[src/gfx_pkg.sv]
package gfx_pkg;

  // horizontal timing in clocks
  localparam int H_VISIBLE = 16;
  localparam int H_FRONT   = 2;
  localparam int H_SYNC    = 3;
  localparam int H_BACK    = 3;
  localparam int H_WHOLE   = H_VISIBLE + H_FRONT + H_SYNC + H_BACK;

  // vertical timing in lines
  localparam int V_VISIBLE = 12;
  localparam int V_FRONT   = 1;
  localparam int V_SYNC    = 2;
  localparam int V_BACK    = 2;
  localparam int V_WHOLE   = V_VISIBLE + V_FRONT + V_SYNC + V_BACK;

  // coordinate widths, wide enough for the raster counters as well
  localparam int X_BITS = 5;
  localparam int Y_BITS = 5;

  // one bank holds the visible area only
  localparam int FB_DEPTH     = H_VISIBLE * V_VISIBLE;
  localparam int FB_ADDR_BITS = 8;

  localparam int COLOR_BITS = 4;
  localparam int PIXEL_BITS = 3 * COLOR_BITS;
  localparam int META_BITS  = 4;

  typedef logic [FB_ADDR_BITS-1:0] fb_addr_t;

  // color channels high, metadata in the low bits
  typedef struct packed {
    logic [COLOR_BITS-1:0] red;
    logic [COLOR_BITS-1:0] grn;
    logic [COLOR_BITS-1:0] blu;
    logic [META_BITS-1:0]  meta;
  } pixel_t;

  // buffer swap sequencing
  typedef enum logic [1:0] {
    SWAP_IDLE,
    SWAP_PENDING,
    SWAP_FLIP
  } swap_state_e;

endpackage

[src/video_timing.sv]
module video_timing (
  input  logic                      clk,
  input  logic                      arst_n,
  output logic [gfx_pkg::X_BITS-1:0] h_count,
  output logic [gfx_pkg::Y_BITS-1:0] v_count,
  output logic                      visible,
  output logic                      hsync_raw,
  output logic                      vsync_raw,
  output logic                      frame_start
);

  logic line_end;
  logic frame_end;
  logic in_hsync;
  logic in_vsync;

  assign line_end  = (h_count == gfx_pkg::H_WHOLE - 1);
  assign frame_end = (v_count == gfx_pkg::V_WHOLE - 1);

  // free running raster position
  always_ff @(posedge clk or negedge arst_n) begin
    if (!arst_n) begin
      h_count <= '0;
      v_count <= '0;
    end else if (line_end) begin
      h_count <= '0;
      if (frame_end) begin
        v_count <= '0;
      end else begin
        v_count <= v_count + 1'b1;
      end
    end else begin
      h_count <= h_count + 1'b1;
    end
  end

  // sync pulses sit between the front and back porch
  assign in_hsync = (h_count >= gfx_pkg::H_VISIBLE + gfx_pkg::H_FRONT) &&
                    (h_count <  gfx_pkg::H_VISIBLE + gfx_pkg::H_FRONT + gfx_pkg::H_SYNC);
  assign in_vsync = (v_count >= gfx_pkg::V_VISIBLE + gfx_pkg::V_FRONT) &&
                    (v_count <  gfx_pkg::V_VISIBLE + gfx_pkg::V_FRONT + gfx_pkg::V_SYNC);

  // both syncs are active low
  assign hsync_raw = ~in_hsync;
  assign vsync_raw = ~in_vsync;

  assign visible = (h_count < gfx_pkg::H_VISIBLE) && (v_count < gfx_pkg::V_VISIBLE);

  // first clock of the first visible pixel
  assign frame_start = (h_count == '0) && (v_count == '0);

  // counters stay inside one line and one frame
  assert property (@(posedge clk) disable iff (!arst_n)
    (h_count < gfx_pkg::H_WHOLE) && (v_count < gfx_pkg::V_WHOLE));

endmodule
[config.mk]
export PLATFORM = sky130hd
export DESIGN_NAME = video_timing
export DESIGN_NICKNAME = d
export VERILOG_FILES = /design/src/gfx_pkg.sv /design/src/video_timing.sv
export SDC_FILE = /design/constraint.sdc
export NUM_CORES = 1
export LEC_CHECK = 0
export BUFFER_PORTS_ARGS = -buffer_cell sky130_fd_sc_hd__buf_2
export CORE_AREA = 2 2 39 41
export CTS_CLUSTER_DIAMETER = 200
export CTS_CLUSTER_SIZE = 10
export DETAILED_ROUTE_END_ITERATION = 10
export DIE_AREA = 0 0 41 43
export PLACE_DENSITY_LB_ADDON = 0.3
export SETUP_SLACK_MARGIN = 0.15
export SYNTH_ARGS = -nofsm -noshare
export SYNTH_HDL_FRONTEND = slang
export SYNTH_SLANG_ARGS = --single-unit
[constraint.sdc]
create_clock -name clk -period 1.8 [get_ports clk]
set_input_delay 0.18 -clock clk [delete_from_list [all_inputs] [get_ports clk]]
set_output_delay 0.18 -clock clk [all_outputs]
set_load 0.01 [all_outputs]
==> impl_metrics.tcl <==
set metrics [dict create \
    status "finished, final reports clean" \
    post-place-ws_ps 209 \
    final.period_utilization_pct 88.8 \
    nets 91 \
    r2r_end "v_count[2]" \
    cts_tree "done" \
    synth.largest_area_cell "dfrtp_1" \
    tightest_slew_ps 346 \
    skew_ps 3.31 \
    p_leak_nw 0.393 \
    drive_gt1_share_pct 42.0 \
    setup_viol 0 \
    dr.pass1.iters 4 \
    port_buffers 15 \
    p_total_uw 377 \
    switchingPower_uw 73.1 \
    r2r_cells 5 \
    synthFlopType "dfrtp_1" \
    die_w_um 41 \
    cp-end-kind "primary output" \
    htree_levels 1 \
    switching_share_pct 19.4 \
    slew_violations 0 \
    fmax_mhz 626 \
    hold_class "in2async" \
    synth-edff-count 0 \
    ys_ff_latch 10 \
    initial_core_util_pct 45.0 \
    io_pins 16 \
    core_area_um2 1380 \
    dp_hpwl_um 808 \
    synth.most_common_cell "dfrtp_1" \
    antenna_cells 0 \
    rsz0062_at_grt "yes" \
    synth_area_um2 623 \
    drc 0 \
    synth_common_cells "dfrtp_1 (10), ha_1 (6), inv_1 (5), o21ai_0 (5), nand2_1 (4)" \
    slew_headroom_pct 77.0 \
    avgSynthCellArea_um2 10.2 \
    synth_area_leaders "dfrtp_1 (40%), ha_1 (12%), o21ai_0 (4.0%)" \
    dieArea_um2 1760 \
    grtUsageTotal_pct 16.9 \
    arrival_ps 1420 \
    yosys.area.top_type_share_pct 40.2 \
    drt-wirelength-per-cell_um 12.8 \
    drtAntennaViolNets 0 \
    critical_path_class "reg2out" \
    grt_start_max_net_pins 11 \
    viasPerCell 5.13 \
    irDropWorstVdd_v 0.000347 \
    async_flop_share_pct 100 \
    finalHoldViolCount 0 \
    area_delta_synth_final_pct 28.1 \
    grt_pass1_vias 409 \
    maxCapViolations 0 \
    die_h_um 43 \
    synth_nets 69 \
    gp_congestion 0.751 \
    synthCells 61 \
    cts.path.max_buffers 2 \
    synth.distinct_cells 27 \
    clock_latency_ps 260 \
    power.internal_uw 304 \
    rows 14 \
    r2r_start "h_count[0]" \
    period_minus_slack_ps 1600 \
    grt_pass1_wl_um 1860 \
    clkTransAtPathRegs_ps 60 \
    regToRegSetupSlack_ps 220 \
    ys_seq_area_share_pct 40.2 \
    start_kind "register" \
    critPathMaxFanout 3 \
    power_density_nw_per_um2 472 \
    antenna_found_initial 0 \
    cts-buffers-inserted 3 \
    cts_root_buf "clkbuf_4" \
    combPwrFrac_pct 1.7 \
    seqPwrFrac_pct 59.6 \
    vias 498 \
    required_ps 1620 \
    finalWorstSetupSlack_ps 202 \
    ys_warn_count 0 \
    fin_setup_tns_ps 0 \
    drt-total-wl_um 1240 \
    clkPwrFrac_pct 38.6 \
    grt-ovfl-total 0 \
    drtIter0Drc 6 \
    cts_sinks 10 \
]
[per-stage QoR]
| stage | cells | hold WS [ps] | utilization (%) | instance area, um2 |
|---|---|---|---|---|
| after floorplan | 61 | -116 | - | 623 |
| after global placement | 89 | 50.1 | 50.0 | 692 |
| after detailed placement | 89 | 51.3 | 50.0 | 692 |
| after CTS | 95 | 302 | 54.3 | 752 |
| after global routing | 97 | 323 | 57.7 | 798 |
| final | 97 | 299 | 57.7 | 798 |
[cell usage in the layout (no fill, tap or decap), drive strengths merged, types with 2 or more instances in the layout]
cell / netlist / routed
buf: 2 / 19
clkbuf: 1 / 3
inv: 5 / 5
a31oi: 2 / 2
nand4b: 2 / 2
nor2: 2 / 2
xor2: 2 / 2
a211oi: 3 / 3
nand2: 5 / 5
ha: 6 / 6
nand3: 2 / 2
and3: 3 / 3
o21ai: 5 / 5
dfrtp: 10 / 10
[per-layer routing]
layer	track usage (%)	share of wire [%]
met1	22.5	47
met2	20.6	46
met3	9.42	4.7
met4	10.0	1.5
met5	0	0
[worst max path at each step]
stage	endpoint	from
floorplan	v_count[2]	h_count[1]
global placement	v_count[2]	h_count[1]
detailed placement	v_count[2]	h_count[1]
CTS	frame_start	v_count[1]
global route	frame_start	v_count[0]
finish	frame_start	v_count[0]
[timing repair]
action                                  CTS  global route
pin swaps                                 1             2
gates cloned                              0             0
hold endpoints to repair                 10             0
buffers inserted                          2             2
resized for setup                         4             8
endpoints found under the setup margin    2             5
hold buffers                              1             0
[logic make-up (layout without fill, tap and decap cells)]
group                    count (synthesis)  after routing  synth area share [%]
buffers and inverters                    8             28                  7.23
flip-flops                              10             10                  40.2
AO/OA/AOI/OAI                           12             12                  13.1
AND/OR/NAND/NOR                         21             21                  20.9
adder cells (fa/ha/maj)                  6              6                  12.0
multiplexers                             1              1                  2.41
XOR/XNOR                                 3              3                  4.22
[registers in the layout, indices dropped and copies added, names as in the netlist]
name     cells
v_count      5
h_count      5
[layout make-up]
class                      instances  area (um2)
fill                             125         586
sequential                        10         253
clock buffer                       3        22.5
multi-input combinational         43         369
inverter                           5        18.8
timing repair buffer              20         115
tap                               16        20.0
[worst max-delay path, stage by stage (launching register included)]
cell	delay [ps]
dfrtp_2	410
inv_1	110
ha_4	150
nor3b_4	180
and3_1	180
buf_2	130
[power groups by stage]
stage / Combinational, mW / Clock [mW] / Sequential (mW)
2_1_floorplan: 0.000000183 / 0 / 0.229
3_3_place_gp: 0.00529 / 0 / 0.229
3_5_place_dp: 0.00534 / 0 / 0.229
4_1_cts: 0.00696 / 0.151 / 0.225
5_1_grt: 0.00792 / 0.172 / 0.224
6_report: 0.00648 / 0.146 / 0.225
Note: power is estimated with default switching activity, not from simulation.
