--- config.mk ---
export PLATFORM = sky130hd
export DESIGN_NAME = fb_writer
export DESIGN_NICKNAME = d
export VERILOG_FILES = /design/src/gfx_pkg.sv /design/src/fb_writer.sv
export SDC_FILE = /design/constraint.sdc
export NUM_CORES = 1
export LEC_CHECK = 0
export BUFFER_PORTS_ARGS = -buffer_cell sky130_fd_sc_hd__buf_2
export CAP_MARGIN = 20
export CORE_MARGIN = 2
export CORE_UTILIZATION = 43
export CTS_CLUSTER_DIAMETER = 30
export DETAILED_ROUTE_END_ITERATION = 6
export GPL_ROUTABILITY_DRIVEN = 1
export PLACE_DENSITY = 0.83
export SLEW_MARGIN = 20
export SYNTH_ARGS = -nofsm -noshare
export SYNTH_HDL_FRONTEND = slang
export SYNTH_SLANG_ARGS = --single-unit
--- constraint.sdc ---
create_clock -name clk -period 0.8 [get_ports clk]
set_input_delay 0.24 -clock clk [delete_from_list [all_inputs] [get_ports clk]]
set_output_delay 0.24 -clock clk [all_outputs]
set_load 0.1 [all_outputs]
--- src/gfx_pkg.sv ---
package gfx_pkg;

  // horizontal timing in clocks
  localparam int H_VISIBLE = 16;
  localparam int H_FRONT   = 2;
  localparam int H_SYNC    = 3;
  localparam int H_BACK    = 3;
  localparam int H_WHOLE   = H_VISIBLE + H_FRONT + H_SYNC + H_BACK;

  // vertical timing in lines
  localparam int V_VISIBLE = 12;
  localparam int V_FRONT   = 1;
  localparam int V_SYNC    = 2;
  localparam int V_BACK    = 2;
  localparam int V_WHOLE   = V_VISIBLE + V_FRONT + V_SYNC + V_BACK;

  // coordinate widths, wide enough for the raster counters as well
  localparam int X_BITS = 5;
  localparam int Y_BITS = 5;

  // one bank holds the visible area only
  localparam int FB_DEPTH     = H_VISIBLE * V_VISIBLE;
  localparam int FB_ADDR_BITS = 8;

  localparam int COLOR_BITS = 4;
  localparam int PIXEL_BITS = 3 * COLOR_BITS;
  localparam int META_BITS  = 4;

  typedef logic [FB_ADDR_BITS-1:0] fb_addr_t;

  // color channels high, metadata in the low bits
  typedef struct packed {
    logic [COLOR_BITS-1:0] red;
    logic [COLOR_BITS-1:0] grn;
    logic [COLOR_BITS-1:0] blu;
    logic [META_BITS-1:0]  meta;
  } pixel_t;

  // buffer swap sequencing
  typedef enum logic [1:0] {
    SWAP_IDLE,
    SWAP_PENDING,
    SWAP_FLIP
  } swap_state_e;

endpackage

--- src/fb_writer.sv ---
module fb_writer (
  input  logic                          clk,
  input  logic                          arst_n,
  input  logic                          gfx_valid,
  input  logic                          accept_en,
  input  logic [gfx_pkg::X_BITS-1:0]     gfx_x,
  input  logic [gfx_pkg::Y_BITS-1:0]     gfx_y,
  input  logic [gfx_pkg::PIXEL_BITS-1:0] gfx_color,
  input  logic [gfx_pkg::META_BITS-1:0]  gfx_meta,
  output logic                          gfx_ready,
  output logic                          wr_en,
  output logic [gfx_pkg::FB_ADDR_BITS-1:0] wr_addr,
  output gfx_pkg::pixel_t               wr_data
);

  logic accept;
  logic in_range;

  // client is only held off during a buffer swap
  assign gfx_ready = accept_en;
  assign accept    = gfx_valid & accept_en;

  // off-screen writes still complete the handshake
  assign in_range = (gfx_x < gfx_pkg::H_VISIBLE) && (gfx_y < gfx_pkg::V_VISIBLE);

  always_ff @(posedge clk or negedge arst_n) begin
    if (!arst_n) begin
      wr_en <= 1'b0;
    end else begin
      wr_en <= accept & in_range;
    end
  end

  // row-major linear address, only meaningful with wr_en
  always_ff @(posedge clk or negedge arst_n) begin
    if (!arst_n) begin
      wr_addr <= '0;
      wr_data <= '0;
    end else if (accept) begin
      wr_addr <= gfx_pkg::fb_addr_t'(gfx_y * gfx_pkg::H_VISIBLE + gfx_x);
      wr_data <= gfx_pkg::pixel_t'({gfx_color, gfx_meta});
    end
  end

endmodule

==> flow_summary.yaml, run 1 <==
floorplan:
  coreArea_mm2: 0.00225
  dieArea_mm2: 0.00286
  die_h_um: 53.4
  start_util_pct: 46.6
  io_pins: 56
  die_x_um: 53.4
  row_count: 17
drt:
  drt_first_iter_violations: 2
  wl_mm: 2.59
  drt-pass1-iter-count: 2
  viasPerCell: 4.95
  dr_total_vias: 762
  wire_per_inst_um: 16.8
  ant_nets: 0
  drcViolationCount: 0
global_routing:
  gr-usage-all-layers_pct: 20.1
  grt_pass1_vias: 872
  grt_overflow_total: 0
  grt_first_pass_wirelength_mm: 4.01
  grt_max_degree: 26
  antenna_found_initial: 0
yosys:
  synth_top_flop_cell: "dfrtp_1"
  synthTopCellsByArea: "dfrtp_1 60%, mux2_4 21%, mux2_2 7.5%"
  synth_most_common_cell: "dfrtp_1"
  ys_seq_elements: 25
  synth_nets: 93
  synthTopCellsByCount: "25 x dfrtp_1, 15 x mux2_4, 7 x mux2_2"
  synth_area_mm2: 0.00105
  yosysWarnings: 0
  synthDominantCellAreaShare_pct: 59.5
  yosys.area.top_type: "dfrtp_1"
  synth_area_per_cell_um2: 17.2
  synthesis.instances: 61
  synth-edff-count: 0
  synth_cell_types: 13
  async_reset_ff_share_pct: 100
  ys_seq_area_share_pct: 59.5
timing:
  min_period_ps: 1240
  worstMarginPinSlew_ps: 276
  fmax_mhz: 803
  slew_headroom_pct: 81.6
  hold_viol_final: 0
  setup_viol: 48
  drv_slew: 0
  final.setup.worst_slack_ps: -445
  rsz0062_at_grt: "true"
  fin_skew_ps: 0
  min_period_over_period_pct: 156
cts:
  h-tree-depth: 1
  clk_pin_slew_ps: 130
  clk_path_buf_depth: 2
  clockRootBuffer: "clkbuf_4"
  numCtsBuffers: 3
  numClockSinks: 25
  cts_tree: "built"
  insertion_delay_ps: 300
worst_setup_path:
  ff2ff_setup_slack_ps: -200
  crit_chain: "buf_12"
  crit_type: "reg -> out"
  required_ps: 560
  startpoint_type: "flop"
  critPathMaxStageDelay_ps: 520
  arrival_ps: 1000
  end_kind: "output pin"
  crit_buf_inv: 1
  cp_top_family: "flip-flops"
  cp_slowest_cell: "dfrtp_4"
  crit_fanout: 2
layout:
  drive_gt1_share_pct: 95.2
  nets: 159
  multi_input_area_um2: 458
  num_antenna_cells: 0
  syn2layout_area_growth_pct: 93.2
  postLayoutCellArea_mm2: 0.00203
  register_area_um2: 719
  nFillCells: 90
  final_cells: 154
pwr:
  sw_frac_of_total_pct: 44.1
  p_int_mw: 2.89
  power.share.clock_pct: 10.5
  p_leak_nw: 0.947
  switchingPower_mw: 2.28
  p_per_area_mw_per_mm2: 2540
  ir_drop_uv: 2070
  power_frac_seq_pct: 34.8
  power_frac_comb_pct: 54.7
place:
  post_dp_cell_area_mm2: 0.00194
  place_inst: 146
  pre_cts_ws_ps: -311
  dpl.hpwl_mm: 2.06
  gp_congestion: 0.691
  port_buffers: 55
outcome:
  status: "complete, but fails checks"
  failed_checks: "negative setup slack"
run:
  maxCapViolations: 0
worst_hold_path:
  hp-class: "in -> reg"
[flip-flops by register name, indices dropped and copies added, names as in the netlist]
name and count:
wr_en 1, wr_data 16, wr_addr 8
[repair_timing]
item	4_1_cts	5_1_grt
hold buffers	1	0
gates resized for setup	7	4
setup endpoints to repair	48	49
hold endpoints to repair	25	0
cloned	0	0
setup buffers	3	3
[worst paths after layout]
kind                                              from                      to  depth (start not counted)
worst max-delay path            wr_data[8]$_DFFE_PN0P_              wr_data[8]                          1
worst min-delay path                          gfx_y[4]         wr_en$_DFF_PN0_                          2
worst max register to register  wr_addr[1]$_DFFE_PN0P_  wr_addr[1]$_DFFE_PN0P_                          2
worst min register to register  wr_addr[7]$_DFFE_PN0P_  wr_addr[7]$_DFFE_PN0P_                          2
max in group asynchronous                       arst_n  wr_addr[0]$_DFFE_PN0P_                          3
min in group asynchronous                       arst_n  wr_data[8]$_DFFE_PN0P_                          3
[per-layer routing]
metal / up-vias / global-route usage, % / wire, um
met4: 0 / 5.56 / 42
met5: - / 0 / 0
li1: 341 / - / -
met2: 39 / 34.2 / 1370
met1: 378 / 25.2 / 970
met3: 4 / 5.08 / 200
[final cells by class]
| cell class | instances | share of cell area (%) |
|---|---|---|
| Sequential cell | 25 | 35.4 |
| Clock buffer | 3 | 1.11 |
| Multi-Input combinational cell | 33 | 22.6 |
| Clock inverter | 1 | 0.246 |
| Timing Repair Buffer | 64 | 38.9 |
| Tap cell | 28 | 1.73 |
[placed cells by master, fill, tap and decap left out, drive strengths merged]
master       synthesis  routed
o21ai                2       2
xor2                 1       1
buf                  3      63
mux2                22      22
clkinv               0       1
nand2                3       3
ha                   2       2
clkbuf               0       3
a2111oi              1       1
dfrtp               25      25
dlygate4sd3          0       1
xnor2                1       1
nand3                1       1
[cells by family (layout without fill, tap and decap cells)]
kind of cell	count (synthesis)	count (layout)	share of synthesized area [%]
simple gates	4	4	2.26
xor+xnor	2	2	1.67
buf+inv	3	68	2.86
flops	25	25	59.5
mux	22	22	28.9
compound gates	3	3	2.38
fa+ha+maj	2	2	2.38
[power by group through the flow]
stage | clock, mW | combinational [mW] | sequential [mW]
after floorplan | 0 | 0.358 | 3.09
after global placement | 0 | 2.71 | 1.80
after detailed placement | 0 | 2.76 | 1.81
after CTS | 0.544 | 2.82 | 1.79
after global routing | 0.608 | 2.91 | 1.81
final | 0.541 | 2.83 | 1.80
[stage by stage]
stage / util [%] / TNS [ps] / hold WS, ps / total power [mW]
after floorplan: - / -5790 / -55.6 / 3.45
after global placement: 86.1 / -7620 / 191 / 4.51
after detailed placement: 86.1 / -8500 / 191 / 4.58
after CTS: 89.6 / -12960 / 78.1 / 5.16
after global routing: 90.1 / -14030 / 72.7 / 5.33
final: 90.1 / -12960 / 77.3 / 5.16
No activity file was read; power rests on OpenSTA's default activity.
==> run 2, diff against run 1 <==
--- a/config.mk
+++ b/config.mk
@@ -5,14 +5,16 @@
 export SDC_FILE = /design/constraint.sdc
 export NUM_CORES = 1
 export LEC_CHECK = 0
-export BUFFER_PORTS_ARGS = -buffer_cell sky130_fd_sc_hd__buf_2
+export BUFFER_PORTS_ARGS = -buffer_cell sky130_fd_sc_hd__buf_4
 export CAP_MARGIN = 20
+export CELL_PAD_IN_SITES_DETAIL_PLACEMENT = 1
+export CELL_PAD_IN_SITES_GLOBAL_PLACEMENT = 2
 export CORE_MARGIN = 2
-export CORE_UTILIZATION = 43
+export CORE_UTILIZATION = 28
 export CTS_CLUSTER_DIAMETER = 30
 export DETAILED_ROUTE_END_ITERATION = 6
 export GPL_ROUTABILITY_DRIVEN = 1
-export PLACE_DENSITY = 0.83
+export PLACE_DENSITY = 0.84
 export SLEW_MARGIN = 20
 export SYNTH_ARGS = -nofsm -noshare
 export SYNTH_HDL_FRONTEND = slang
==> flow_summary.yaml, run 2 (synthesis gave the netlist of run 1 again) <==
timing:
  hold_viol_final: 0
  rsz0062_at_grt: "true"
  min_period_over_period_pct: 149
  drv_slew: 0
  min_period_ps: 1190
  worstMarginPinSlew_ps: 330
  fin_skew_ps: 0
  slew_headroom_pct: 78.0
  setup_viol: 47
  fmax_mhz: 840
  final.setup.worst_slack_ps: -390
  fin_tns_setup_ps: -11680
outcome:
  failed_checks: "negative setup slack"
  status: "complete, but fails checks"
global_routing:
  grt_pass1_vias: 912
  grt_overflow_total: 0
  grt_first_pass_wirelength_mm: 4.84
  gr-usage-all-layers_pct: 15.6
  antenna_found_initial: 0
  grt_max_degree: 26
floorplan:
  die_x_um: 65.3
  die_h_um: 65.3
  coreArea_mm2: 0.00363
  start_util_pct: 28.9
  io_pins: 56
  row_count: 22
  dieArea_mm2: 0.00426
pwr:
  p_per_area_mw_per_mm2: 2520
  sw_frac_of_total_pct: 42.7
  p_int_mw: 3.11
  power_frac_comb_pct: 53.3
  power.share.clock_pct: 13.6
  ir_drop_uv: 951
  switchingPower_mw: 2.32
  power_frac_seq_pct: 33.1
  p_leak_nw: 0.988
layout:
  fin_util_pct: 59.3
  num_antenna_cells: 0
  drive_gt1_share_pct: 94.6
  regMostFlops: "wr_data"
  nets: 162
  mostFrequentLayoutCell: "buf_4"
  reg.largest.list: "wr_data (16), wr_addr (8), wr_en (1)"
  nFillCells: 337
  final_cell_mix: "32 x buf_4, 27 x buf_12, 25 x dfrtp_4, 22 x mux2_4, 6 x buf_6"
  syn2layout_area_growth_pct: 105
  largest_register_ff_count: 16
  final_cells: 177
cts:
  clk_path_buf_depth: 2
  clk_pin_slew_ps: 90
  numClockSinks: 25
  insertion_delay_ps: 260
  cts_tree: "built"
  clockRootBuffer: "clkbuf_8"
  numCtsBuffers: 3
  h-tree-depth: 1
drt:
  wire_per_inst_um: 17.1
  dr_total_vias: 771
  ant_nets: 0
  wl_mm: 3.02
  drt_first_iter_violations: 18
  drt-pass1-iter-count: 2
  viasPerCell: 4.36
  drcViolationCount: 0
worst_setup_path:
  end_kind: "output pin"
  required_ps: 560
  crit_type: "reg -> out"
  crit_cells: 1
  worst_r2r_path_depth: 2
  crit_chain: "buf_12"
  cp_top_family: "flip-flops"
  cp_slowest_cell: "dfrtp_4"
  crit_buf_inv: 1
  critPathMaxStageDelay_ps: 510
  startpoint_type: "flop"
  crit_fanout: 2
  arrival_ps: 950
place:
  place_inst: 166
  port_buffers: 55
  gp_congestion: 0.755
  dpl.hpwl_mm: 1.89
  pre_cts_ws_ps: -319
run:
  maxCapViolations: 0
worst_hold_path:
  hold_path_depth: 2
  hp-class: "in -> reg"
==> run 2: cell types whose count changed in the layout (fill, tap and decap cells not counted), sizes merged <==
cell,change
buf,+3
==> run 2: path summary, 6_finish.rpt <==
path | startpoint | to | slack [ps]
setup / recovery | wr_data[2]$_DFFE_PN0P_ | wr_data[2] | -390
setup reg to reg | wr_data[11]$_DFFE_PN0P_ | wr_data[11]$_DFFE_PN0P_ | -190
min in group asynchronous | arst_n | wr_addr[5]$_DFFE_PN0P_ | 410
max in group asynchronous | arst_n | wr_addr[3]$_DFFE_PN0P_ | 110
hold / removal | gfx_y[4] | wr_en$_DFF_PN0_ | 120
hold reg to reg | wr_addr[6]$_DFFE_PN0P_ | wr_addr[6]$_DFFE_PN0P_ | 600
==> run 2: area by class of cell <==
class | count | area (um^2) | share of cell area, %
timing repair buffer | 67 | 873 | 40.6
clock inverter | 1 | 5.00 | 0.232
tap | 48 | 60.1 | 2.79
clock buffer | 3 | 41.3 | 1.92
sequential | 25 | 719 | 33.4
multi-input combinational | 33 | 454 | 21.1
==> run 2: per-stage QoR <==
| stage | hold slack (ps) | power (mW) | cell area [um^2] |
|---|---|---|---|
| after floorplan | -55.6 | 3.45 | 1200 |
| after global placement | 156 | 3.96 | 1700 |
| after detailed placement | 166 | 3.99 | 1700 |
| after CTS | 117 | 5.35 | 2090 |
| after global routing | 116 | 5.62 | 2150 |
| final | 122 | 5.43 | 2150 |
==> run 2: power groups by stage <==
stage	combinational, mW	sequential, mW	clock, mW
global placement	2.27	1.69	0
CTS	2.81	1.79	0.762
finish	2.90	1.80	0.738
detailed placement	2.29	1.70	0
floorplan	0.358	3.09	0
global route	2.98	1.82	0.817
==> run 2: repair_timing <==
item                       CTS  global route
hold buffers                 1             0
pin swaps                    0             1
resized for setup           78             8
hold endpoints to repair    25             0
setup buffers                1             6
setup endpoints to repair   48            49
==> run 2: layer usage <==
metal / vias up / global-route usage (%) / share of wire, %
met2: 35 / 29.2 / 56
met4: 0 / 6.25 / 1.1
met3: 2 / 2.74 / 6.3
met5: - / 0 / 0
li1: 346 / - / -
met1: 388 / 17.4 / 37
