===== config.mk =====
export PLATFORM = sky130hd
export DESIGN_NAME = pixel_fetch
export DESIGN_NICKNAME = d
export VERILOG_FILES = /design/src/gfx_pkg.sv /design/src/pixel_fetch.sv
export SDC_FILE = /design/constraint.sdc
export NUM_CORES = 1
export LEC_CHECK = 0
export BUFFER_PORTS_ARGS = -buffer_cell sky130_fd_sc_hd__buf_2
export CAP_MARGIN = 25
export CORE_MARGIN = 2
export CORE_UTILIZATION = 34
export CTS_CLUSTER_DIAMETER = 80
export DETAILED_ROUTE_END_ITERATION = 16
export PLACE_DENSITY = 0.8
export SLEW_MARGIN = 20
export SYNTH_ARGS = -nofsm -noshare
export SYNTH_HDL_FRONTEND = slang
export SYNTH_SLANG_ARGS = --single-unit
export TNS_END_PERCENT = 30

===== constraint.sdc =====
create_clock -name clk -period 1 [get_ports clk]
set_input_delay 0.2 -clock clk [delete_from_list [all_inputs] [get_ports clk]]
set_output_delay 0.2 -clock clk [all_outputs]
set_load 0.05 [all_outputs]

===== src/gfx_pkg.sv =====
package gfx_pkg;

  // horizontal timing in clocks
  localparam int H_VISIBLE = 16;
  localparam int H_FRONT   = 2;
  localparam int H_SYNC    = 3;
  localparam int H_BACK    = 3;
  localparam int H_WHOLE   = H_VISIBLE + H_FRONT + H_SYNC + H_BACK;

  // vertical timing in lines
  localparam int V_VISIBLE = 12;
  localparam int V_FRONT   = 1;
  localparam int V_SYNC    = 2;
  localparam int V_BACK    = 2;
  localparam int V_WHOLE   = V_VISIBLE + V_FRONT + V_SYNC + V_BACK;

  // coordinate widths, wide enough for the raster counters as well
  localparam int X_BITS = 5;
  localparam int Y_BITS = 5;

  // one bank holds the visible area only
  localparam int FB_DEPTH     = H_VISIBLE * V_VISIBLE;
  localparam int FB_ADDR_BITS = 8;

  localparam int COLOR_BITS = 4;
  localparam int PIXEL_BITS = 3 * COLOR_BITS;
  localparam int META_BITS  = 4;

  typedef logic [FB_ADDR_BITS-1:0] fb_addr_t;

  // color channels high, metadata in the low bits
  typedef struct packed {
    logic [COLOR_BITS-1:0] red;
    logic [COLOR_BITS-1:0] grn;
    logic [COLOR_BITS-1:0] blu;
    logic [META_BITS-1:0]  meta;
  } pixel_t;

  // buffer swap sequencing
  typedef enum logic [1:0] {
    SWAP_IDLE,
    SWAP_PENDING,
    SWAP_FLIP
  } swap_state_e;

endpackage


===== src/pixel_fetch.sv =====
module pixel_fetch (
  input  logic                             clk,
  input  logic                             arst_n,
  input  logic                             visible,
  input  logic                             hsync_raw,
  input  logic                             vsync_raw,
  input  logic [gfx_pkg::X_BITS-1:0]        h_count,
  input  logic [gfx_pkg::Y_BITS-1:0]        v_count,
  input  gfx_pkg::pixel_t                  rd_data,
  output logic [gfx_pkg::FB_ADDR_BITS-1:0] rd_addr,
  output logic [gfx_pkg::COLOR_BITS-1:0]   vga_red,
  output logic [gfx_pkg::COLOR_BITS-1:0]   vga_grn,
  output logic [gfx_pkg::COLOR_BITS-1:0]   vga_blu,
  output logic [gfx_pkg::META_BITS-1:0]    vga_meta,
  output logic                             vga_hsync,
  output logic                             vga_vsync,
  output logic                             vga_de
);

  logic visible_q;
  logic hsync_q;
  logic vsync_q;

  // park the address in the blanking area
  assign rd_addr = visible ? gfx_pkg::fb_addr_t'(v_count * gfx_pkg::H_VISIBLE + h_count) : '0;

  // align raster controls with the bank read
  always_ff @(posedge clk or negedge arst_n) begin
    if (!arst_n) begin
      visible_q <= 1'b0;
      hsync_q   <= 1'b1;
      vsync_q   <= 1'b1;
    end else begin
      visible_q <= visible;
      hsync_q   <= hsync_raw;
      vsync_q   <= vsync_raw;
    end
  end

  // output stage, color forced to black outside the visible area
  always_ff @(posedge clk or negedge arst_n) begin
    if (!arst_n) begin
      vga_de    <= 1'b0;
      vga_hsync <= 1'b1;
      vga_vsync <= 1'b1;
      vga_red   <= '0;
      vga_grn   <= '0;
      vga_blu   <= '0;
      vga_meta  <= '0;
    end else begin
      vga_de    <= visible_q;
      vga_hsync <= hsync_q;
      vga_vsync <= vsync_q;
      vga_red   <= visible_q ? rd_data.red  : '0;
      vga_grn   <= visible_q ? rd_data.grn  : '0;
      vga_blu   <= visible_q ? rd_data.blu  : '0;
      vga_meta  <= visible_q ? rd_data.meta : '0;
    end
  end

endmodule


==> results of run 1 <==
## worst max-delay path, stage by stage
cell    delay [ps]
buf_6          100
ha_4           170
ha_4           150
xor2_1         130
and2_4         160
buf_8          140
## metrics by stage
step                cells  TNS, ps  total power, mW  setup slack, ps  hold WS [ps]
CTS                   143    -1760             2.15             -251          96.5
global placement      136     -994             1.40             -351           167
floorplan              53     -186             1.26            -57.5         -95.6
global route          143    -2290             2.22             -274          95.7
finish                143    -1530             2.13             -241          99.0
detailed placement    136    -1030             1.41             -367           173
## cells in the final DEF, fill, tap and decap left out
cell           Yosys  routed
buf_2              0      28
buf_6              1      21
dfrtp_1           18      18
and2_2            12      12
and2_1            11       9
clkbuf_4           0       6
dfstp_2            4       4
buf_8              0       4
dlygate4sd3_1      0       3
and2_4             0       2
ha_4               0       2
xor2_1             1       1
nand2b_1           1       1
nand2_1            1       1
nand3_4            0       1
mux2i_4            0       1
bufinv_16          0       1
## power by group
group / switching, mW / internal, mW / total [mW]
registers: 0.0265 / 0.941 / 0.967
clock network: 0.239 / 0.405 / 0.644
logic: 0.304 / 0.217 / 0.522
total: 0.570 / 1.56 / 2.13
## layer usage
metal,track usage,wire [um],part of all wire,vias up
met4,0.0526,12,0.0077,0
li1,-,-,-,288
met5,0,0,0,-
met1,0.122,501,0.32,276
met2,0.272,891,0.57,35
met3,0.0259,153,0.098,2
## registers in the layout, indices dropped and copies added, names as in the netlist
register / flops
vsync_q: 1
hsync_q: 1
visible_q: 1
vga_hsync: 1
vga_red: 4
vga_grn: 4
vga_blu: 4
vga_vsync: 1
vga_de: 1
vga_meta: 4
## cells by family (layout without fill, tap and decap cells)
logic type                 count (synthesis)  after routing
adders and majority gates                  2              2
DFF                                       22             22
xor gates and xnor gates                   1              1
muxes                                      1              1
and+or+nand+nor                           26             26
buffers and inverters                      1             63
## repair_timing
action | CTS | global route
setup buffers | 0 | 0
hold buffers | 3 | 0
hold endpoints to repair | 20 | 0
setup endpoints to repair | 23 | 26
resized for setup | 52 | 3
pin swaps | 2 | 2
## how the worst max path moves through the flow
stage	from	endpoint	slack, ps	depth (start not counted)
final	h_count[4]	rd_addr[6]	-240	6
after global routing	v_count[0]	rd_addr[6]	-270	6
after CTS	v_count[0]	rd_addr[6]	-250	6
after detailed placement	v_count[0]	rd_addr[6]	-370	6
after global placement	h_count[4]	rd_addr[6]	-350	6
after floorplan	h_count[4]	rd_addr[6]	-60	4
## layout make-up
type,count,area [sq um],area share
Timing Repair Buffer,59,489,0.348
Sequential cell,22,556,0.395
Clock buffer,3,22.5,0.0160
Clock inverter,1,30.0,0.0214
Multi-Input combinational cell,30,273,0.194
Tap cell,28,35.0,0.0249
==> impl_metrics.yaml, run 1 <==
synthesis:
  yosysTopAreaCell: "dfrtp_1"
  synth-edff-count: 0
  synthesis.nets: 86
  yosys.cell_count.top_type: "dfrtp_1"
  synthSimpleGateAreaFrac: 0.222
  yosys_warnings: 0
  synth_top_area_share: 0.574
  synth_cell_type_count: 11
  synth_top_family_by_area: "simple AND/OR/NAND/NOR gates"
  synth.ff_latch_count: 22
  postSynthCellCount: 53
  synthFlopType: "dfrtp_1"
  synthXorXnorAreaFrac: 0.0112
  syn_area_per_cell_sq_um: 14.8
  muxShareOfSynthArea: 0.0128
  ys_top_cells_by_count: "dfrtp_1, and2_2, and2_1, dfstp_2, ha_1"
  synthTopCellsByArea: "dfrtp_1, dfstp_2, and2_2, and2_1, ha_1"
  synth_fa_ha_area_frac: 0.0319
  synth_area_sq_um: 785
  synth-async-reset-ratio: 1.00
  synth_compound_area_frac: 0
  ys_seq_area_frac: 0.708
timing:
  fin_worst_skew_ps: 3.75
  rsz0062_at_grt: "yes"
  maxSlewViolCount: 0
  setup_ws_ps: -241
  tightest_slew_ps: 443
  finalCritPeriodShare: 1.24
  hold_viol: 0
  timing.fmax_ghz: 0.806
  relSlewSlack: 0.704
  period_needed_ps: 1240
  setup_viol: 23
floorplanning:
  dieArea_sq_um: 2710
  initial_core_util: 0.358
  die-width_um: 52.0
  rows: 17
  io_pins: 58
  core_sq_um: 2190
  fp.dieH_um: 52.0
detailed_routing:
  finalWirelength_mm: 1.56
  wl_per_cell_um: 10.9
  drtIter0Drc: 0
  drt_first_pass_iters: 1
  vias_per_cell: 4.20
  drc: 0
  postRouteAntennaNets: 0
  via_count: 601
clock_tree:
  clk_latency_ps: 290
  cts_tree: "built"
  ctsHtreeMaxLevel: 1
  cts-root-buf: "clkbuf_4"
  clock-sinks: 22
  clkTransAtPathRegs_ps: 110
  clockBufferDepth: 2
  cts_buffers: 3
grt:
  grt_remaining_overflow: 0
  grt_usage: 0.132
  grt_pass1_wl_mm: 2.59
  grt_pass1_vias: 660
  grt_max_degree: 23
  antenna_found_initial: 0
min_path:
  hp-class: "input port to flop"
  min_from: "visible"
  min_to: "visible_q"
  hold_depth: 1
status:
  failed_checks: "setup timing"
  run_status: "finished with violations"
power_and_ir_drop:
  power_density_nw_per_um2: 1520
  p_leak_nw: 0.702
  peakVddDrop_mv: 0.661
worst_setup_path:
  crit-reg2reg-launch: "visible_q"
  r2r_setup_slack_ps: 130
  crit_path_max_fanout: 2
  ff2ff_path_depth: 1
  crit_arrival_ps: 1040
  end_kind: "output pin"
  timing.critical_path.required_ps: 800
  rr_endpoint: "vga_blu[2]"
  startpoint_type: "input port"
  crit_type: "input port to output pin"
finish:
  fill_cells: 175
  synthToLayoutAreaGrowth_pct: 79.1
  final_nets: 149
  fin_area_sq_um: 1410
  diodes: 0
  finish.utilization: 0.641
  layout-drive-gt1-share: 0.713
placement:
  dp_hpwl_mm: 1.23
  gp_congestion: 0.663
  placed_area_sq_um: 1140
  numPortBuffers: 56
run:
  cap_violations: 0
No activity file was read; power rests on OpenSTA's default activity.
==> run 2: changes to the inputs <==
--- a/config.mk
+++ b/config.mk
@@ -7,10 +7,12 @@
 export LEC_CHECK = 0
 export BUFFER_PORTS_ARGS = -buffer_cell sky130_fd_sc_hd__buf_2
 export CAP_MARGIN = 25
+export CORE_ASPECT_RATIO = 0.9
 export CORE_MARGIN = 2
 export CORE_UTILIZATION = 34
 export CTS_CLUSTER_DIAMETER = 80
 export DETAILED_ROUTE_END_ITERATION = 16
+export HOLD_SLACK_MARGIN = 0.03
 export PLACE_DENSITY = 0.8
 export SLEW_MARGIN = 20
 export SYNTH_ARGS = -nofsm -noshare
==> run 2 against run 1 <==
  * The flow still finishes with violations (setup timing)
  * Flip-flop and latch count unchanged
  * Die area barely moved
  * Worst setup slack improved by 4.3 ps
  * Register-to-register slack lost 20 ps
  * Clock skew decreased by 1.4 ps
  * First-iteration DRC count is the same
  * Design area down 0.53%
  * Fmax increased by 0.35%
  * Final cell count did not move
  * Core utilization shrank 0.087 points
  * Clock power fell by 26%
  * Total power decreased by 7.6%
==> impl_metrics.yaml, run 2 (synthesis gave the netlist of run 1 again) <==
timing:
  fin_worst_skew_ps: 2.34
  setup_ws_ps: -237
  relSlewSlack: 0.692
  setup_viol: 23
  finalCritPeriodShare: 1.24
  rsz0062_at_grt: "yes"
  maxSlewViolCount: 0
  period_needed_ps: 1240
  whs_ps: 105
  hold_viol: 0
  tightest_slew_ps: 462
  timing.fmax_ghz: 0.808
worst_setup_path:
  crit_type: "input port to output pin"
  crit_path_max_fanout: 2
  critical-path-max-stage-delay_ps: 170
  crit_arrival_ps: 1040
  crit-reg2reg-launch: "visible_q"
  timing.critical_path.required_ps: 800
  cpMostUsedCell: "ha_4"
  startpoint_type: "input port"
  startpoint: "h_count[4]"
  cpMaxStageDelayCell: "ha_4"
  end_kind: "output pin"
  crit_path_cell_trace: "buf_6 > ha_4 > ha_4 > xor2_1 > and2_4 > buf_8"
clock_tree:
  clockBufferDepth: 2
  ctsHtreeMaxLevel: 1
  cts_buffers: 3
  clkTransAtPathRegs_ps: 120
  post_cts_buffers: 0
  cts_tree: "built"
  clk_latency_ps: 300
  cts-root-buf: "clkbuf_4"
  clock-sinks: 22
finish:
  layout.cells.most_common_list: "buf_2, buf_6, dfrtp_1"
  layout_commonest_cell: "buf_2"
  final_nets: 150
  diodes: 0
  fin_area_sq_um: 1400
  layout-drive-gt1-share: 0.716
  synthToLayoutAreaGrowth_pct: 78.1
floorplanning:
  fp.dieH_um: 49.6
  die-width_um: 54.6
  dieArea_sq_um: 2710
  core_sq_um: 2180
  rows: 16
  io_pins: 58
  initial_core_util: 0.360
detailed_routing:
  drtIter0Drc: 0
  finalWirelength_mm: 1.76
  postRouteAntennaNets: 0
  vias_per_cell: 4.20
  drc: 0
  wl_per_cell_um: 12.3
  drt_first_pass_iters: 1
  via_count: 600
placement:
  numPortBuffers: 56
  gp_congestion: 0.668
  dp_hpwl_mm: 1.18
  placed_area_sq_um: 1150
  place_ws_ps: -339
run:
  cap_violations: 0
power_and_ir_drop:
  p_leak_nw: 0.700
  power_density_nw_per_um2: 1410
  peakVddDrop_mv: 0.906
grt:
  grt_max_degree: 23
  grt_remaining_overflow: 0
  grt_usage: 0.145
  grt_pass1_wl_mm: 2.79
  grt_pass1_vias: 645
  antenna_found_initial: 0
min_path:
  min_from: "rd_data[6]"
  hp-class: "input port to flop"
status:
  run_status: "finished with violations"
  failed_checks: "setup timing"
## run 2: through the flow
stage          std cells  power [mW]  TNS (ps)  utilization
2_1_floorplan         53        1.26      -186            -
3_3_place_gp         136        1.40      -986        0.527
3_5_place_dp         136        1.41      -998        0.527
4_1_cts              143        1.98     -1950        0.636
5_1_grt              143        2.07     -2710        0.640
6_report             143        1.97     -1750        0.640
## run 2: layout make-up
cell class	instances	area, sq um
timing repair buffer	60	499
sequential	22	556
tap	27	33.8
multi-input combinational	30	273
fill	157	785
clock buffer	4	36.3
## run 2: routing by layer
metal  share of wire  vias to the layer above  routed length [um]  track usage
met1            0.33                      274                 583        0.130
met3           0.097                        2                 171       0.0424
met2            0.56                       34                 993        0.274
met5               0                        -                   0            0
li1                -                      290                   -            -
met4          0.0079                        0                  14       0.0750
## run 2: final timing paths
check                             end  slack (ps)  cells after the start
max                        rd_addr[6]        -240                      6
min                        vga_blu[2]         110                      2
max reg2reg                vga_blu[2]         110                      1
min reg2reg                 vga_hsync         360                      0
max in group asynchronous     vsync_q         280                      2
min in group asynchronous      vga_de         380                      2
## run 2: worst max-delay path, delay by kind of cell
kind	cells	cell delay (ps)
buffers and inverters	2	240
adders and majority gates	2	320
and+or+nand+nor	1	160
xor gates and xnor gates	1	120
## run 2: power by group
group | internal, mW | switching [mW]
registers | 0.941 | 0.0282
logic | 0.220 | 0.307
clock network | 0.222 | 0.253
total | 1.38 | 0.588
## run 2: timing repair
| item | CTS | global route |
|---|---|---|
| hold endpoints to repair | 20 | 0 |
| pin swaps | 2 | 2 |
| endpoints found under the setup margin | 23 | 27 |
| cloned | 0 | 0 |
| gates resized for setup | 52 | 4 |
| hold buffers | 3 | 0 |
==> run 3: changes to the inputs <==
--- a/config.mk
+++ b/config.mk
@@ -5,15 +5,17 @@
 export SDC_FILE = /design/constraint.sdc
 export NUM_CORES = 1
 export LEC_CHECK = 0
+export ABC_AREA = 1
 export BUFFER_PORTS_ARGS = -buffer_cell sky130_fd_sc_hd__buf_2
 export CAP_MARGIN = 25
 export CORE_ASPECT_RATIO = 0.9
 export CORE_MARGIN = 2
-export CORE_UTILIZATION = 34
+export CORE_UTILIZATION = 35
 export CTS_CLUSTER_DIAMETER = 80
 export DETAILED_ROUTE_END_ITERATION = 16
+export GPL_TIMING_DRIVEN = 0
 export HOLD_SLACK_MARGIN = 0.03
-export PLACE_DENSITY = 0.8
+export PLACE_DENSITY = 0.81
 export SLEW_MARGIN = 20
 export SYNTH_ARGS = -nofsm -noshare
 export SYNTH_HDL_FRONTEND = slang
==> run 3 against run 2 <==
  * The run still ends with setup timing left
  * Via count rose by 17%
  * Design area rose by 6.8%
  * Core utilization grew 3.7 points
  * Total power grew 1.1%
  * Fmax up 4.8%
  * Clock skew fell by 1.3 ps
  * Clock power shrank 5.5%
  * Synthesized cell count rose by 49%
  * Sequential share of layout area shrank 2.5 points
  * Hold slack worse by 17 ps
  * Largest power group unchanged
==> impl_metrics.yaml, run 3 <==
detailed_routing:
  postRouteAntennaNets: 0
  vias_per_cell: 4.11
  finalWirelength_mm: 1.80
  via_count: 699
  drt_first_pass_iters: 2
  drc: 0
  wl_per_cell_um: 10.6
  drtIter0Drc: 15
worst_setup_path:
  startpoint_type: "flop"
  critical-path-max-stage-delay_ps: 550
  crit_type: "flop to output pin"
  crit_arrival_ps: 980
  crit_path_cell_trace: "buf_8"
  timing.critical_path.required_ps: 800
  crit_path_max_fanout: 1
  crit_family: "flip-flops"
  crit_buf_inv: 1
  cpMaxStageDelayCell: "dfstp_2"
  end_kind: "output pin"
placement:
  dp.cells: 162
  placed_area_sq_um: 1200
  numPortBuffers: 56
  place_ws_ps: -277
  gp_congestion: 0.730
  dp_hpwl_mm: 1.28
floorplanning:
  dieArea_sq_um: 2770
  core_sq_um: 2200
  initial_core_util: 0.376
  io_pins: 58
  die-width_um: 55.3
  fp.dieH_um: 50.2
  rows: 16
finish:
  layout_commonest_cell: "buf_2"
  fin_area_sq_um: 1490
  layout-drive-gt1-share: 0.587
  final_nets: 177
  finish.utilization: 0.678
  layout.cells.most_common_list: "buf_2, buf_6, inv_1"
  diodes: 0
  stdcell_count: 170
  synthToLayoutAreaGrowth_pct: 80.2
timing:
  period_needed_ps: 1180
  relSlewSlack: 0.697
  finalSetupTns_ps: -1240
  setup_viol: 22
  rsz0062_at_grt: "yes"
  timing.fmax_ghz: 0.847
  setup_ws_ps: -180
  fin_worst_skew_ps: 1.05
  whs_ps: 88.2
  hold_viol: 0
  tightest_slew_ps: 455
  finalCritPeriodShare: 1.18
  maxSlewViolCount: 0
grt:
  antenna_found_initial: 0
  grt_pass1_vias: 773
  grt_pass1_wl_mm: 3.19
  grt_usage: 0.151
  grt_max_degree: 23
  grt_remaining_overflow: 0
synthesis:
  ys_seq_area_frac: 0.671
  synth-async-reset-ratio: 1.00
  synthFlopType: "dfrtp_1"
  synth_area_sq_um: 828
  postSynthCellCount: 79
  synthesis.nets: 112
  yosys_warnings: 0
  synth-edff-count: 0
  yosysTopAreaCell: "dfrtp_1"
  yosys.cell_count.top_type: "inv_1"
  ys_top_cells_by_count: "inv_1, nand2_1, dfrtp_1, dfstp_2, nand2_2"
  synthTopCellsByArea: "dfrtp_1, dfstp_2, inv_1, nand2_1, ha_1"
  synth_top_area_share: 0.544
  syn_area_per_cell_sq_um: 10.5
  synth_cell_type_count: 13
  synth.ff_latch_count: 22
status:
  run_status: "finished with violations"
  failed_checks: "setup timing"
clock_tree:
  ctsHtreeMaxLevel: 1
  clockBufferDepth: 2
  clk_latency_ps: 290
  post_cts_buffers: 0
  cts_tree: "built"
  cts-root-buf: "clkbuf_4"
  cts_buffers: 3
  clkTransAtPathRegs_ps: 110
  clock-sinks: 22
power_and_ir_drop:
  p_leak_nw: 0.876
  p_total_mw: 1.99
  power_density_nw_per_um2: 1330
  peakVddDrop_mv: 0.848
run:
  cap_violations: 0
min_path:
  hp-class: "input port to flop"
-- run 3: changes by cell type in the layout (fill, tap and decap cells not counted), sizes merged --
| cell | delta |
|---|---|
| a21oi | +1 |
| and2 | -23 |
| buf | +6 |
| clkbuf | -4 |
| clkinvlp | +1 |
| dlygate4sd3 | +1 |
| inv | +22 |
| mux2i | -1 |
| nand2 | +23 |
| nand2b | -1 |
| nor2 | +2 |
| o21ai | +1 |
| xor2 | -1 |
-- run 3: timing repair --
action / 4_1_cts / 5_1_grt
resized for setup: 59 / 7
hold buffers: 4 / 0
setup endpoints to repair: 27 / 27
pin swaps: 3 / 0
hold endpoints to repair: 21 / 0
-- run 3: layout make-up --
| cell class | instances | area [sq um] |
|---|---|---|
| buffer | 3 | 42.5 |
| clock buffer | 4 | 36.3 |
| fill | 166 | 709 |
| inverter | 23 | 90.1 |
| multi-input combinational | 31 | 225 |
| sequential | 22 | 556 |
| tap | 27 | 33.8 |
| timing repair buffer | 60 | 509 |
-- run 3: logic make-up after synthesis --
logic type | after synthesis | synth area share
buffers and inverters | 26 | 0.151
AND/OR/NAND/NOR | 27 | 0.136
adder cells (fa/ha/maj) | 2 | 0.0302
flip-flops | 22 | 0.671
AO/OA/AOI/OAI | 2 | 0.0121
-- run 3: power by group --
group	leakage, nW	switching (mW)	internal [mW]
Clock	0.0210	0.227	0.221
Combinational	0.583	0.348	0.233
Sequential	0.272	0.0213	0.941
Total	0.876	0.597	1.39
-- run 3: final timing paths --
path                            startpoint          to  slack, ps  cells after the start
worst max-delay path             vga_hsync   vga_hsync       -180                      1
worst min-delay path            rd_data[6]  vga_blu[2]         90                      3
worst max register to register   visible_q  vga_red[1]        130                      4
worst min register to register     hsync_q   vga_hsync        360                      0
max in group asynchronous           arst_n     vsync_q        280                      2
min in group asynchronous           arst_n  vga_red[3]        390                      2
-- run 3: layer usage --
| metal | wire [um] | global-route usage |
|---|---|---|
| met1 | 654 | 0.157 |
| met2 | 956 | 0.284 |
| met3 | 172 | 0.0515 |
| met4 | 12 | 0.0488 |
| met5 | 0 | 0 |
